[src/rtl/rv_isa_pkg.sv]
`default_nettype none

package rv_isa_pkg;

    localparam int XLEN         = 32;
    localparam int OPCODE_WIDTH = 7;
    localparam int FUNCT3_WIDTH = 3;
    localparam int FUNCT7_WIDTH = 7;
    localparam int NR_OPCODES   = 10;  // Opcodes that map to a known format

    localparam logic [OPCODE_WIDTH-1:0] OP_LUI    = 7'b0110111;
    localparam logic [OPCODE_WIDTH-1:0] OP_AUIPC  = 7'b0010111;
    localparam logic [OPCODE_WIDTH-1:0] OP_JAL    = 7'b1101111;
    localparam logic [OPCODE_WIDTH-1:0] OP_JALR   = 7'b1100111;
    localparam logic [OPCODE_WIDTH-1:0] OP_BRANCH = 7'b1100011;
    localparam logic [OPCODE_WIDTH-1:0] OP_LOAD   = 7'b0000011;
    localparam logic [OPCODE_WIDTH-1:0] OP_STORE  = 7'b0100011;
    localparam logic [OPCODE_WIDTH-1:0] OP_IMM    = 7'b0010011;
    localparam logic [OPCODE_WIDTH-1:0] OP_REG    = 7'b0110011;
    localparam logic [OPCODE_WIDTH-1:0] OP_SYSTEM = 7'b1110011;  // Also carries the Zicsr ops

    typedef enum logic [2:0] {
        TYPE_N = 3'd0,  // Opcode not recognised
        TYPE_R = 3'd1,
        TYPE_I = 3'd2,
        TYPE_S = 3'd3,
        TYPE_B = 3'd4,
        TYPE_U = 3'd5,
        TYPE_J = 3'd6
    } inst_type_t;

    // Low two bits of funct3 on a SYSTEM instruction; bit 2 picks the zimm form
    typedef enum logic [1:0] {
        CSR_OP_NONE  = 2'b00,
        CSR_OP_WRITE = 2'b01,
        CSR_OP_SET   = 2'b10,
        CSR_OP_CLEAR = 2'b11
    } csr_op_t;

endpackage

`default_nettype wire

[src/rtl/gpr_file.sv]
`default_nettype none

module gpr_file #(
    parameter  int NR_REGS = 32,
    localparam int ADDR_W  = $clog2(NR_REGS)
) (
    input  logic                        clk,
    input  logic                        rst,
    input  logic [ADDR_W-1:0]           w_addr,
    input  logic [rv_isa_pkg::XLEN-1:0] w_data,
    input  logic                        w_en,
    input  logic [ADDR_W-1:0]           r1_addr,
    input  logic [ADDR_W-1:0]           r2_addr,
    output logic [rv_isa_pkg::XLEN-1:0] r1_data,
    output logic [rv_isa_pkg::XLEN-1:0] r2_data
);

    logic [rv_isa_pkg::XLEN-1:0] regs [1:NR_REGS-1];  // x0 has no storage

    always_ff @(posedge clk) begin
        if (rst) begin
            for (int i = 1; i < NR_REGS; i++) begin
                regs[i] <= '0;
            end
        end else if (w_en && (w_addr != '0)) begin
            regs[w_addr] <= w_data;
        end
    end

    // Both ports are plain muxes, a write shows up from the next cycle on
    always_comb begin
        r1_data = '0;
        if (r1_addr != '0) begin
            r1_data = regs[r1_addr];
        end
    end

    always_comb begin
        r2_data = '0;
        if (r2_addr != '0) begin
            r2_data = regs[r2_addr];
        end
    end

    a_w_addr_known: assert property (
        @(posedge clk) disable iff (rst)
        w_en |-> !$isunknown(w_addr)
    ) else $error("gpr_file: write strobe with unknown address");

endmodule

`default_nettype wire

[config.mk]
export PLATFORM = sky130hd
export DESIGN_NAME = gpr_file
export DESIGN_NICKNAME = d
export VERILOG_FILES = /design/src/rtl/rv_isa_pkg.sv /design/src/rtl/gpr_file.sv
export SDC_FILE = /design/constraint.sdc
export NUM_CORES = 2
export LEC_CHECK = 0
export ABC_AREA = 1
export BUFFER_PORTS_ARGS = -buffer_cell sky130_fd_sc_hd__buf_4
export CORE_ASPECT_RATIO = 0.5
export CORE_MARGIN = 4
export CORE_UTILIZATION = 40
export CTS_CLUSTER_SIZE = 30
export DETAILED_ROUTE_END_ITERATION = 6
export PLACE_DENSITY = 0.58
export SYNTH_ARGS = -nofsm -noshare
export SYNTH_HDL_FRONTEND = slang
export SYNTH_SLANG_ARGS = --single-unit
[constraint.sdc]
create_clock -name clk -period 2.6 [get_ports clk]
set_input_delay 0 -clock clk [delete_from_list [all_inputs] [get_ports clk]]
set_output_delay 0 -clock clk [all_outputs]
set_load 0.05 [all_outputs]
# ---- Word-level counts from Yosys, hierarchy flattened
# Memories as Yosys holds them, arrays and structs flattened.
# Index checks and enable logic that the tools add are counted.
# W data, S select, Z words.
dict set report word_totals {
  regBits 0
  out_inout_bits 64
  in_bits 50
  mem_count 1
  ram_bits 992
}
dict set report classes {
  mux 10
  n_reduce_logical 5
}
# memory depth word_bits read_ports rd_clocked_by_memory_dff wr line_no
set memory_table {}
lappend memory_table {regs 31 32 2 0 31 gpr_file.sv:18} ;# logic [rv_isa_pkg::XLEN-1:0] regs [1:NR_REGS-1];
# operator n
set op_table {}
lappend op_table {{$mux W32} 3}
lappend op_table {{$reduce_or A32 Y1} 1}
lappend op_table {{$reduce_bool A5 Y1} 3}
lappend op_table {{$mux W1} 6}
lappend op_table {{$mux W5} 1}
lappend op_table {{$logic_and A1 B1 Y1} 1}

# ---- Depth between registers and ports, before layout
dict set report logic_depth {
  word_depth 7
  depth_mapped 13
  ltp_nobuf 10
}

# ---- Least setup slack after synthesis
# No wires, ideal clock.
dict set report synth_timing {
  path_kind {input port to flip-flop}
  start {in w_addr[3]}
  end {mem regs[13][0] in the netlist's numbering, enable pin}
  t_required_ns 2.211
  setup_time_ns 0.389
  stages 9
  arrival_time_ns 1.569
  slack_ns 0.642
  cell_sequence {inv_2 nand3_2 inv_2 nand2_1 nand2_1 nor3_4 nand2_1 buf_2 nand2_1}
}
# element line_no
set synth_rtl {}
lappend synth_rtl {{start: declaration} gpr_file.sv:9} ;# input logic [ADDR_W-1:0] w_addr,
lappend synth_rtl {{end: declaration} gpr_file.sv:18}

==> run metrics <==
PD cells=639.2 mW/mm^2; first-pass GRT wire length=335700 um; post-layout util=46.15%; Worst-Margin Slew=0.8963 ns; floorplan die width=539.9 um; violated checks=DRC; drt drc=1; ratio of final minimum period to clock period=96.06%; Worst Path Max Fanout=2; Vias/cell=5.803; input/output buffers=approximately 110; Routed WL=233300 um; Final nets=7291; Largest Register=regs; core area=0.1402 mm^2; Crit Path Class=register to output port; crit path DAT=2.50 ns; Area Overhead vs Synth=14.36%; most common cell in the netlist=nand2_1; post-synthesis sequential area ratio=54.35%; CTS tree=yes; H-tree lvl count=3; number of flops mapped to enable cells by yosys=1024; Worst-path clk slew=0.06 ns; RSZ-0062 raised after global routing=false; synth cell count leaders=2084 x nand2_1, 1790 x nor2_1, 1024 x edfxtp_1, 982 x nand3_1, 386 x o21ai_0; Max Fclk=400.4 MHz; worst path required time=2.60 ns; Seq cells post-synth=approximately 1000; fin crit period=about 2.5 ns; max FFs per register=1024; # rows=just under 100; status=finished with violations; Hold Fails Final Rpt=0; Root Buffer=clkbuf_16; Yosys warnings=0; Yosys cell types=24; leakage power=26.73 nW; DRT iter0 DRCs=8720; main flop type after synthesis=edfxtp_1; Max VDD drop=650.4 uV; final setup fails=0; Final ANT Viol Nets=0; fraction of layout cells with a size suffix above 1=9.050%; hpwl dp=136500 um; Layout fillers=~14000; fin. max-slew vios=0; top flop regs=regs (1024); Synth top area share=54.35%; max_cap viols=0; post-synth top area cell=edfxtp_1; Total Routing Usage GR=~30%; Mean Syn Cell Area=7.800 um^2; Rel. slew slack=40.18%; Fin Setup TNS=0 ns; Pre-antenna DRT Iters=7; Placer Congestion=0.9441; clk buf depth=3; Post-CTS Setup Repair Bufs=0; Post-synth ARST share=0%; TritonCTS Buffers=104; largest net degree at the start of global routing=98; die area=0.1479 mm^2; Hold Path Class=input pin to register; vias=53454; dominant cells by area after synthesis=edfxtp_1 54%, nand2_1 14%, nor2_1 12%; Initial Util=40.36%; initial antenna violation count=4; grt ovf=0; Cells after Synth=~7300; Die Y=273.9 um; # IOs=114; per-cell routed wire length=25.33 um; Post-Syn Area=0.05657 mm^2; CP Launch Type=register; vias in the first global route=48383; clock sink count=around 1000; Setup crit end kind=output port
[layout make-up]
cell class | instances | area (um^2) | share of cell area [%]
multi-input combinational | 5479 | 22810 | 35.25
antenna | 5 | 12.51 | 0.01934
clock buffer | 129 | 2803 | 4.332
sequential | 1024 | 30750 | 47.53
inverter | 154 | 624.3 | 0.9650
tap | 1881 | 2354 | 3.638
clock inverter | 62 | 469.2 | 0.7252
timing repair buffer | 478 | 4878 | 7.540
[power breakdown]
group          switching [mW]  total [mW]  leakage (nW)  internal (mW)
registers               0.464        19.5          9.75           19.1
clock network            6.84        15.1          1.60           8.30
logic                    4.84        6.69          15.4           1.86
total                    12.1        41.4          26.7           29.2
[stage by stage]
stage	hold slack [ns]	area, um^2	setup WS (ns)	cells	total power [mW]
finish	0.03096	64700	0.1024	9212	41.35
global route	0.01568	64690	0.0009812	9209	42.58
CTS	0.002913	64660	0.03501	9207	41.17
detailed placement	0.1884	60920	0.4173	8969	26.26
global placement	0.1888	60920	0.3561	8969	26.25
floorplan	0.09887	56690	0.6419	7284	23.50
[what timing repair did]
action | CTS | global route
setup endpoints to repair | 0 | 9
endpoints found under the hold margin | 1030 | 0
hold buffers | 47 | 0
resized for setup | 0 | 9
[metal layers]
layer / vias to the layer above / global-route usage, % / routed length (um)
met4: 2 / 9.615 / 7735
li1: 23740 / - / -
met5: - / 0 / 13
met1: 25295 / 44.50 / 94870
met3: 503 / 7.396 / 32600
met2: 3914 / 45.18 / 98080
[worst max-delay path, cell delays in order (launching register included)]
cell and delay (ns):
edfxtp_1 0.51, nor2_1 0.14, nor2_1 0.06, o21ai_0 0.09, nand2_1 0.07, nand2_1 0.06
nand3_1 0.07, nor2_1 0.38, nor2_1 0.17, buf_4 0.23
[worst paths after layout]
check,startpoint,to,slack (ns),cells after the start
setup / recovery,regs[0][6],r1_data[6],0.10,9
hold / removal,w_data[3],regs[0][3],0.03,2
[cell families after synthesis]
logic type | Yosys count | synth area share [%]
buffers and inverters | 781 | 5.885
and+or+nand+nor | 4868 | 34.53
AOI/OAI and AO/OA | 579 | 5.224
DFF | 1024 | 54.35
other | 1 | 0.006629
[cells in the final DEF (no fill, tap or decap), types with 28 or more instances in the layout]
cell type,count
buf_4,335
clkbuf_16,109
a21oi_1,121
clkinv_1,28
inv_1,142
edfxtp_1,1024
nand3_1,981
conb_1,32
nor2_1,1779
o21ai_0,386
dlygate4sd3_1,47
o21ai_1,49
buf_12,91
nand2_1,2022
nand2_2,62
Power figures use the tool's default switching activity.
