==> src/rtl/rv_isa_pkg.sv <==
`default_nettype none

package rv_isa_pkg;

    localparam int XLEN         = 32;
    localparam int OPCODE_WIDTH = 7;
    localparam int FUNCT3_WIDTH = 3;
    localparam int FUNCT7_WIDTH = 7;
    localparam int NR_OPCODES   = 10;  // Opcodes that map to a known format

    localparam logic [OPCODE_WIDTH-1:0] OP_LUI    = 7'b0110111;
    localparam logic [OPCODE_WIDTH-1:0] OP_AUIPC  = 7'b0010111;
    localparam logic [OPCODE_WIDTH-1:0] OP_JAL    = 7'b1101111;
    localparam logic [OPCODE_WIDTH-1:0] OP_JALR   = 7'b1100111;
    localparam logic [OPCODE_WIDTH-1:0] OP_BRANCH = 7'b1100011;
    localparam logic [OPCODE_WIDTH-1:0] OP_LOAD   = 7'b0000011;
    localparam logic [OPCODE_WIDTH-1:0] OP_STORE  = 7'b0100011;
    localparam logic [OPCODE_WIDTH-1:0] OP_IMM    = 7'b0010011;
    localparam logic [OPCODE_WIDTH-1:0] OP_REG    = 7'b0110011;
    localparam logic [OPCODE_WIDTH-1:0] OP_SYSTEM = 7'b1110011;  // Also carries the Zicsr ops

    typedef enum logic [2:0] {
        TYPE_N = 3'd0,  // Opcode not recognised
        TYPE_R = 3'd1,
        TYPE_I = 3'd2,
        TYPE_S = 3'd3,
        TYPE_B = 3'd4,
        TYPE_U = 3'd5,
        TYPE_J = 3'd6
    } inst_type_t;

    // Low two bits of funct3 on a SYSTEM instruction; bit 2 picks the zimm form
    typedef enum logic [1:0] {
        CSR_OP_NONE  = 2'b00,
        CSR_OP_WRITE = 2'b01,
        CSR_OP_SET   = 2'b10,
        CSR_OP_CLEAR = 2'b11
    } csr_op_t;

endpackage

`default_nettype wire

==> src/rtl/rv_csr_pkg.sv <==
`default_nettype none

package rv_csr_pkg;

    localparam int CSR_ADDR_WIDTH = 12;

    localparam logic [CSR_ADDR_WIDTH-1:0] CSR_MSTATUS = 12'h300;
    localparam logic [CSR_ADDR_WIDTH-1:0] CSR_MTVEC   = 12'h305;
    localparam logic [CSR_ADDR_WIDTH-1:0] CSR_MEPC    = 12'h341;
    localparam logic [CSR_ADDR_WIDTH-1:0] CSR_MCAUSE  = 12'h342;

    localparam logic [rv_isa_pkg::XLEN-1:0] MSTATUS_RESET = 32'h0000_1800;  // MPP is machine
    localparam logic [rv_isa_pkg::XLEN-1:0] MTVEC_RESET   = '0;
    localparam logic [rv_isa_pkg::XLEN-1:0] MEPC_RESET    = '0;
    localparam logic [rv_isa_pkg::XLEN-1:0] MCAUSE_RESET  = '0;

endpackage

`default_nettype wire

==> src/rtl/csr_file.sv <==
`default_nettype none

module csr_file (
    input  logic                                clk,
    input  logic                                rst,
    input  logic [rv_csr_pkg::CSR_ADDR_WIDTH-1:0] addr,
    input  logic [rv_isa_pkg::XLEN-1:0]         w_data,
    input  logic                                w_en,
    input  logic [rv_isa_pkg::XLEN-1:0]         pc,
    input  logic [rv_isa_pkg::XLEN-1:0]         intr_code,
    input  logic                                is_intr,
    output logic [rv_isa_pkg::XLEN-1:0]         r_data,
    output logic [rv_isa_pkg::XLEN-1:0]         mepc,
    output logic [rv_isa_pkg::XLEN-1:0]         mtvec
);

    logic [rv_isa_pkg::XLEN-1:0] mstatus;
    logic [rv_isa_pkg::XLEN-1:0] mcause;

    logic wr_mstatus;
    logic wr_mtvec;
    logic wr_mepc;
    logic wr_mcause;

    // An address outside the four known CSRs selects nothing and the write is dropped
    assign wr_mstatus = w_en && (addr == rv_csr_pkg::CSR_MSTATUS);
    assign wr_mtvec   = w_en && (addr == rv_csr_pkg::CSR_MTVEC);
    assign wr_mepc    = w_en && (addr == rv_csr_pkg::CSR_MEPC);
    assign wr_mcause  = w_en && (addr == rv_csr_pkg::CSR_MCAUSE);

    always_ff @(posedge clk) begin
        if (rst) begin
            mstatus <= rv_csr_pkg::MSTATUS_RESET;
            mtvec   <= rv_csr_pkg::MTVEC_RESET;
        end else begin
            if (wr_mstatus) begin
                mstatus <= w_data;
            end
            if (wr_mtvec) begin
                mtvec <= w_data;
            end
        end
    end

    always_ff @(posedge clk) begin
        if (rst) begin
            mepc   <= rv_csr_pkg::MEPC_RESET;
            mcause <= rv_csr_pkg::MCAUSE_RESET;
        end else if (is_intr) begin
            mepc   <= pc;  // Trap entry overrides a CSR write in the same cycle
            mcause <= intr_code;
        end else begin
            if (wr_mepc) begin
                mepc <= w_data;
            end
            if (wr_mcause) begin
                mcause <= w_data;
            end
        end
    end

    always_comb begin
        case (addr)
            rv_csr_pkg::CSR_MSTATUS: r_data = mstatus;
            rv_csr_pkg::CSR_MTVEC:   r_data = mtvec;
            rv_csr_pkg::CSR_MEPC:    r_data = mepc;
            rv_csr_pkg::CSR_MCAUSE:  r_data = mcause;
            default:                 r_data = '0;
        endcase
    end

    // Fetch only produces word-aligned addresses without the C extension
    a_trap_pc_aligned: assert property (
        @(posedge clk) disable iff (rst)
        is_intr |-> (pc[1:0] == 2'b00)
    ) else $error("csr_file: trap taken with misaligned pc %08h", pc);

endmodule

`default_nettype wire

==> config.mk <==
export PLATFORM = sky130hd
export DESIGN_NAME = csr_file
export DESIGN_NICKNAME = d
export VERILOG_FILES = /design/src/rtl/rv_isa_pkg.sv /design/src/rtl/rv_csr_pkg.sv /design/src/rtl/csr_file.sv
export SDC_FILE = /design/constraint.sdc
export NUM_CORES = 1
export LEC_CHECK = 0
export ABC_AREA = 1
export BUFFER_PORTS_ARGS = -buffer_cell sky130_fd_sc_hd__buf_2
export CELL_PAD_IN_SITES_DETAIL_PLACEMENT = 0
export CELL_PAD_IN_SITES_GLOBAL_PLACEMENT = 1
export CORE_ASPECT_RATIO = 1.1
export CORE_MARGIN = 8
export CORE_UTILIZATION = 34
export DETAILED_ROUTE_END_ITERATION = 8
export PLACE_DENSITY_LB_ADDON = 0.1
export SETUP_SLACK_MARGIN = 0.3
export SLEW_MARGIN = 40
export SYNTH_ARGS = -nofsm -noshare
export SYNTH_HDL_FRONTEND = slang
export SYNTH_SLANG_ARGS = --single-unit
export TNS_END_PERCENT = 5
==> constraint.sdc <==
create_clock -name clk -period 1.75 [get_ports clk]
set_clock_uncertainty 0.2 [all_clocks]
set_input_delay 0 -clock clk [delete_from_list [all_inputs] [get_ports clk]]
set_output_delay 0 -clock clk [all_outputs]
set_load 0.005 [all_outputs]
== Word-level counts from Yosys, hierarchy flattened ==
Index checks and enable logic that the tools add are counted.
Word-level totals
  register bits after elaboration: 128
  bits of input ports: 112
  output and inout bits: 96
  logic and storage cells: 19
Cells by class
  equal/unequal tests: 4
  mux-type cells: 5
  reduce and logical (&&, ||, !) cells: 6
Operators by type and width (number)
  $mux W32: 4
  $pmux W32 S4: 1
  $eq A12 B10 Y1 const B: 4
  $logic_and A1 B1 Y1: 4
  $reduce_bool A2 Y1: 2

== Logic depth before layout (Yosys ltp) ==
  depth in word-level cells: 4
  depth in mapped cells: 11
  mapped depth without buffers: 9

== Worst setup path after synthesis ==
Ideal clock, no wire load.
  path kind: input to register
  start point: input port addr[11] (netlist bit)
  end point: register mcause[16] (netlist bit)
  library setup time: 113 ps
  data arrival time: 938 ps
  required time: 1437 ps
  slack: 500 ps
  stages: 9
  cell sequence: nor2_1 > nand2_2 > nor2_4 > nand3_2 > nand2_4 > inv_2 > buf_2 > nor2_1 > nor2_1
On the way
  longest elaborated chain between the ends: 3
RTL lines
  from (decl): line csr_file.sv:6  | input logic [rv_csr_pkg::CSR_ADDR_WIDTH-1:0] addr,
  $eq A12 B10 Y1: line csr_file.sv:29  | assign wr_mcause = w_en && (addr == rv_csr_pkg::CSR_MCAUSE);
  $logic_and A1 B1 Y1: line csr_file.sv:29
  $reduce_bool A2 Y1 (no source line)
  to (signal assigned): line csr_file.sv:48  | mcause <= rv_csr_pkg::MCAUSE_RESET;
  to (signal assigned): line csr_file.sv:51  | mcause <= intr_code;
  to (signal assigned): line csr_file.sv:57  | mcause <= w_data;
  to (decl): line csr_file.sv:18  | logic [rv_isa_pkg::XLEN-1:0] mcause;
No other way between the ends.
A chain may end at the register's enable or synchronous reset.

== Worst setup path after layout ==
  start point: input port addr[11] (netlist bit)
  end point: output port r_data[27] (netlist bit)
On the way
  longest elaborated chain between the ends: 2
RTL lines
  $eq A12 B10 Y1: line csr_file.sv:63  | case (addr)
  $pmux W32 S4 *: line csr_file.sv:63
  to (decl): line csr_file.sv:12  | output logic [rv_isa_pkg::XLEN-1:0] r_data,
Every way passes the cells marked *; elsewhere a longest branch is shown, timed or not.

==> results.toml <==
[detailed_routing]
num_vias = 7674
via_per_inst = 4.623
drt_first_pass_iters = 5
ant_nets = 0
drt_iter0_drc = 374
drc = 0
wire_per_inst_um = 15.98
routed_wirelength_mm = 26.53

[worst_setup_path]
path_cells = "buf_2, nor2_4, nand2_4, nor2_4, and2_4, clkbuf_16, nand2_2, nand4_1, buf_2"
critical_path_class = "in2out"
crit_fanout = 6
cp_top_family = "simple AND/OR/NAND/NOR gates"
worstSetupStartpointType = "input pin"
cpPeakStageDelay_ns = 0.27
worstPathArrival_ns = 1.22
path_buf_inv = 3
crit_slowest_cell = "and2_4"
cp-end-kind = "primary output"
cp.required_ns = 1.55

[grt]
grt_use_total = 0.2107
grt_first_pass_wirelength_mm = 40.48
grt_max_degree = 63
grt_pass1_vias = 7607
grt_antenna_before_repair = 1
overflow = 0

[cells_and_area]
nNetsFinal = 1512
fin_cells = 1660
fin_area_mm2 = 0.01013
area_growth_pct = 54.14
drive_gt1_frac = 0.2272
n_antenna_cell = 0

[placement]
gp_congestion = 0.7766
dp_hpwl_mm = 16.52
dp.cells = 1495
place_ws_ns = 0.1691
place_area_mm2 = 0.007893
port_buffers = 207

[power_and_ir_drop]
leakage_uw = 0.005282
ir_drop_mv = 0.7115
intPower_uw = 5778
p_sw_frac = 0.2492
clkPwrFrac = 0.484
power_density_mw_per_mm2 = 759.4
power.share.sequential = 0.398
p_switching_uw = 1918
comb_power_share = 0.118

[synthesis]
netlist_area_mm2 = 0.006575
synth_nets = 1197
yosys_most_used_dff = "dfxtp_1"
ys_seq_area_frac = 0.3897
yosysUniqueCellTypes = 23
synth_top_area_frac = 0.3897
async_flop_share = 0
synthTopCellsByArea = "dfxtp_1, nand2_1, nor2_1"
yosysWarnings = 0
syn-instance-count = 1085
synth_top_cell_by_area = "dfxtp_1"
synth-edff-count = 0
synth_area_per_cell_um2 = 6.060
ys_ff_latch = 128

[floorplan]
core-area_mm2 = 0.01903
fp-row-count = 53
die-area_mm2 = 0.02405
die_w_um = 148.6
ios = 208
initial_core_util = 0.3455
fp.dieH_um = 161.9

[status]
status = "complete, but fails checks"
violations = "hold timing"

[clock_network]
cts-root-buf = "clkbuf_16"
cts.clk_slew.worst_paths_ns = 0.06
clkLatencyLatePin_ns = 0.42
cts_buffer_depth = 2
cts_made_buffers = 17
hold_buffers = 120
h-tree-depth = 4
cts.sinks = 128
cts_tree = "done"

[timing]
worst_pin_slew_ns = 0.5677
setup_ws_ns = 0.3266
fmax_mhz = 702.6
relSlewSlack = 0.6216
rsz0062_at_grt = "true"
fin_tns_setup_ns = 0
final_max_slew_viol_count = 0
finalHoldViolations = 4
setup_viol = 0
post-route-period-util = 0.8134
fin_crit_ns = 1.423
fin_hold_ws_ns = -0.07579

[run]
drv_cap = 0

[worst_hold_path]
min_path_type = "in2reg"
-- layout make-up --
cell class	count	area, um^2
inverters	72	276.5
well taps	247	309.0
flip-flops and latches	128	2565
multi-input cells	816	3522
clock buffers	19	452.9
clock inverters	13	162.7
repair buffers	365	2846
fillers	1933	8897
-- synth_stat cells (2+ instances only) --
cell        n
nor2_2      2
buf_1      11
dfxtp_1   128
nor2_1    175
nand3b_1   24
inv_2       3
nand2_4     2
and2_1      3
inv_1      68
buf_6       4
nand2_2     2
nand3_1    45
a21oi_1    41
nand3_2     2
buf_2      28
buf_4       4
nand2_1   484
nand4_1    33
clkbuf_1   22
-- power by group through the flow --
stage	Sequential, uW	Combinational [uW]	Clock (uW)
after floorplan	3120	358	0
after global placement	3130	691	0
after detailed placement	3130	691	0
after CTS	3070	883	3780
after global routing	3080	1010	3910
final	3070	908	3720
-- kinds of logic (layout without fill, tap and decap cells) --
group,count (synthesis),after routing,share of synthesized area
buffers and inverters,141,469,0.09267
DFF,128,128,0.3897
AOI/OAI and AO/OA,41,41,0.03121
and+or+nand+nor,775,775,0.4864
-- worst paths after layout --
| check | slack [ns] | end | startpoint | cells past startpoint |
|---|---|---|---|---|
| worst min-delay path | -0.08 | mcause[13] | is_intr | 5 |
| worst min register to register | 0.27 | mstatus[12] | mstatus[12] | 2 |
| worst max register to register | 0.35 | mtvec[4] | mtvec[4] | 5 |
| worst max-delay path | 0.33 | r_data[27] | addr[11] | 9 |
-- flip-flops by register name, summed over array words and instances (netlist names) --
register  count
mstatus      32
mcause       32
mepc         32
mtvec        32
-- what timing repair did --
action	CTS	global route
gates cloned	0	7
hold endpoints to repair	128	4
endpoints found under the setup margin	29	42
resized for setup	4	63
pin swaps	0	26
setup buffers	0	6
-- stage by stage --
stage	power (uW)	utilization	hold slack, ns
2_1_floorplan	3480	-	-0.06508
3_3_place_gp	3819	0.4147	0.06370
3_5_place_dp	3820	0.4147	0.06606
4_1_cts	7730	0.5108	-0.07406
5_1_grt	7996	0.5325	-0.04435
6_report	7696	0.5325	-0.07579
-- worst register-to-register path, delay by kind of cell, from the launching register on --
family | cells | cell delay, ns
buffers and inverters | 2 | 0.59
flip-flops | 1 | 0.36
AND/OR/NAND/NOR | 3 | 0.19
-- per-layer routing --
metal  wire length, um  up-vias  track usage
met5                13        -            0
met2             12560      199       0.3569
met1             11990     3476       0.2597
met3              1386       32      0.04814
met4               587        2      0.06357
li1                  -     3965            -
-- placed cells by master (no fill, tap or decap), types with 5 or more instances in the layout --
cell	Yosys	routed
nand2_1	484	469
buf_2	28	199
nor2_1	175	170
dfxtp_1	128	126
dlygate4sd3_1	0	119
inv_1	68	63
nand3_1	45	45
a21oi_1	41	41
nand4_1	33	33
nand3b_1	24	24
clkbuf_16	0	22
nand2_2	2	15
buf_4	4	15
buf_12	0	12
buf_6	4	11
inv_2	3	6
nor2_4	1	5
(Power assumes the default switching activity.)
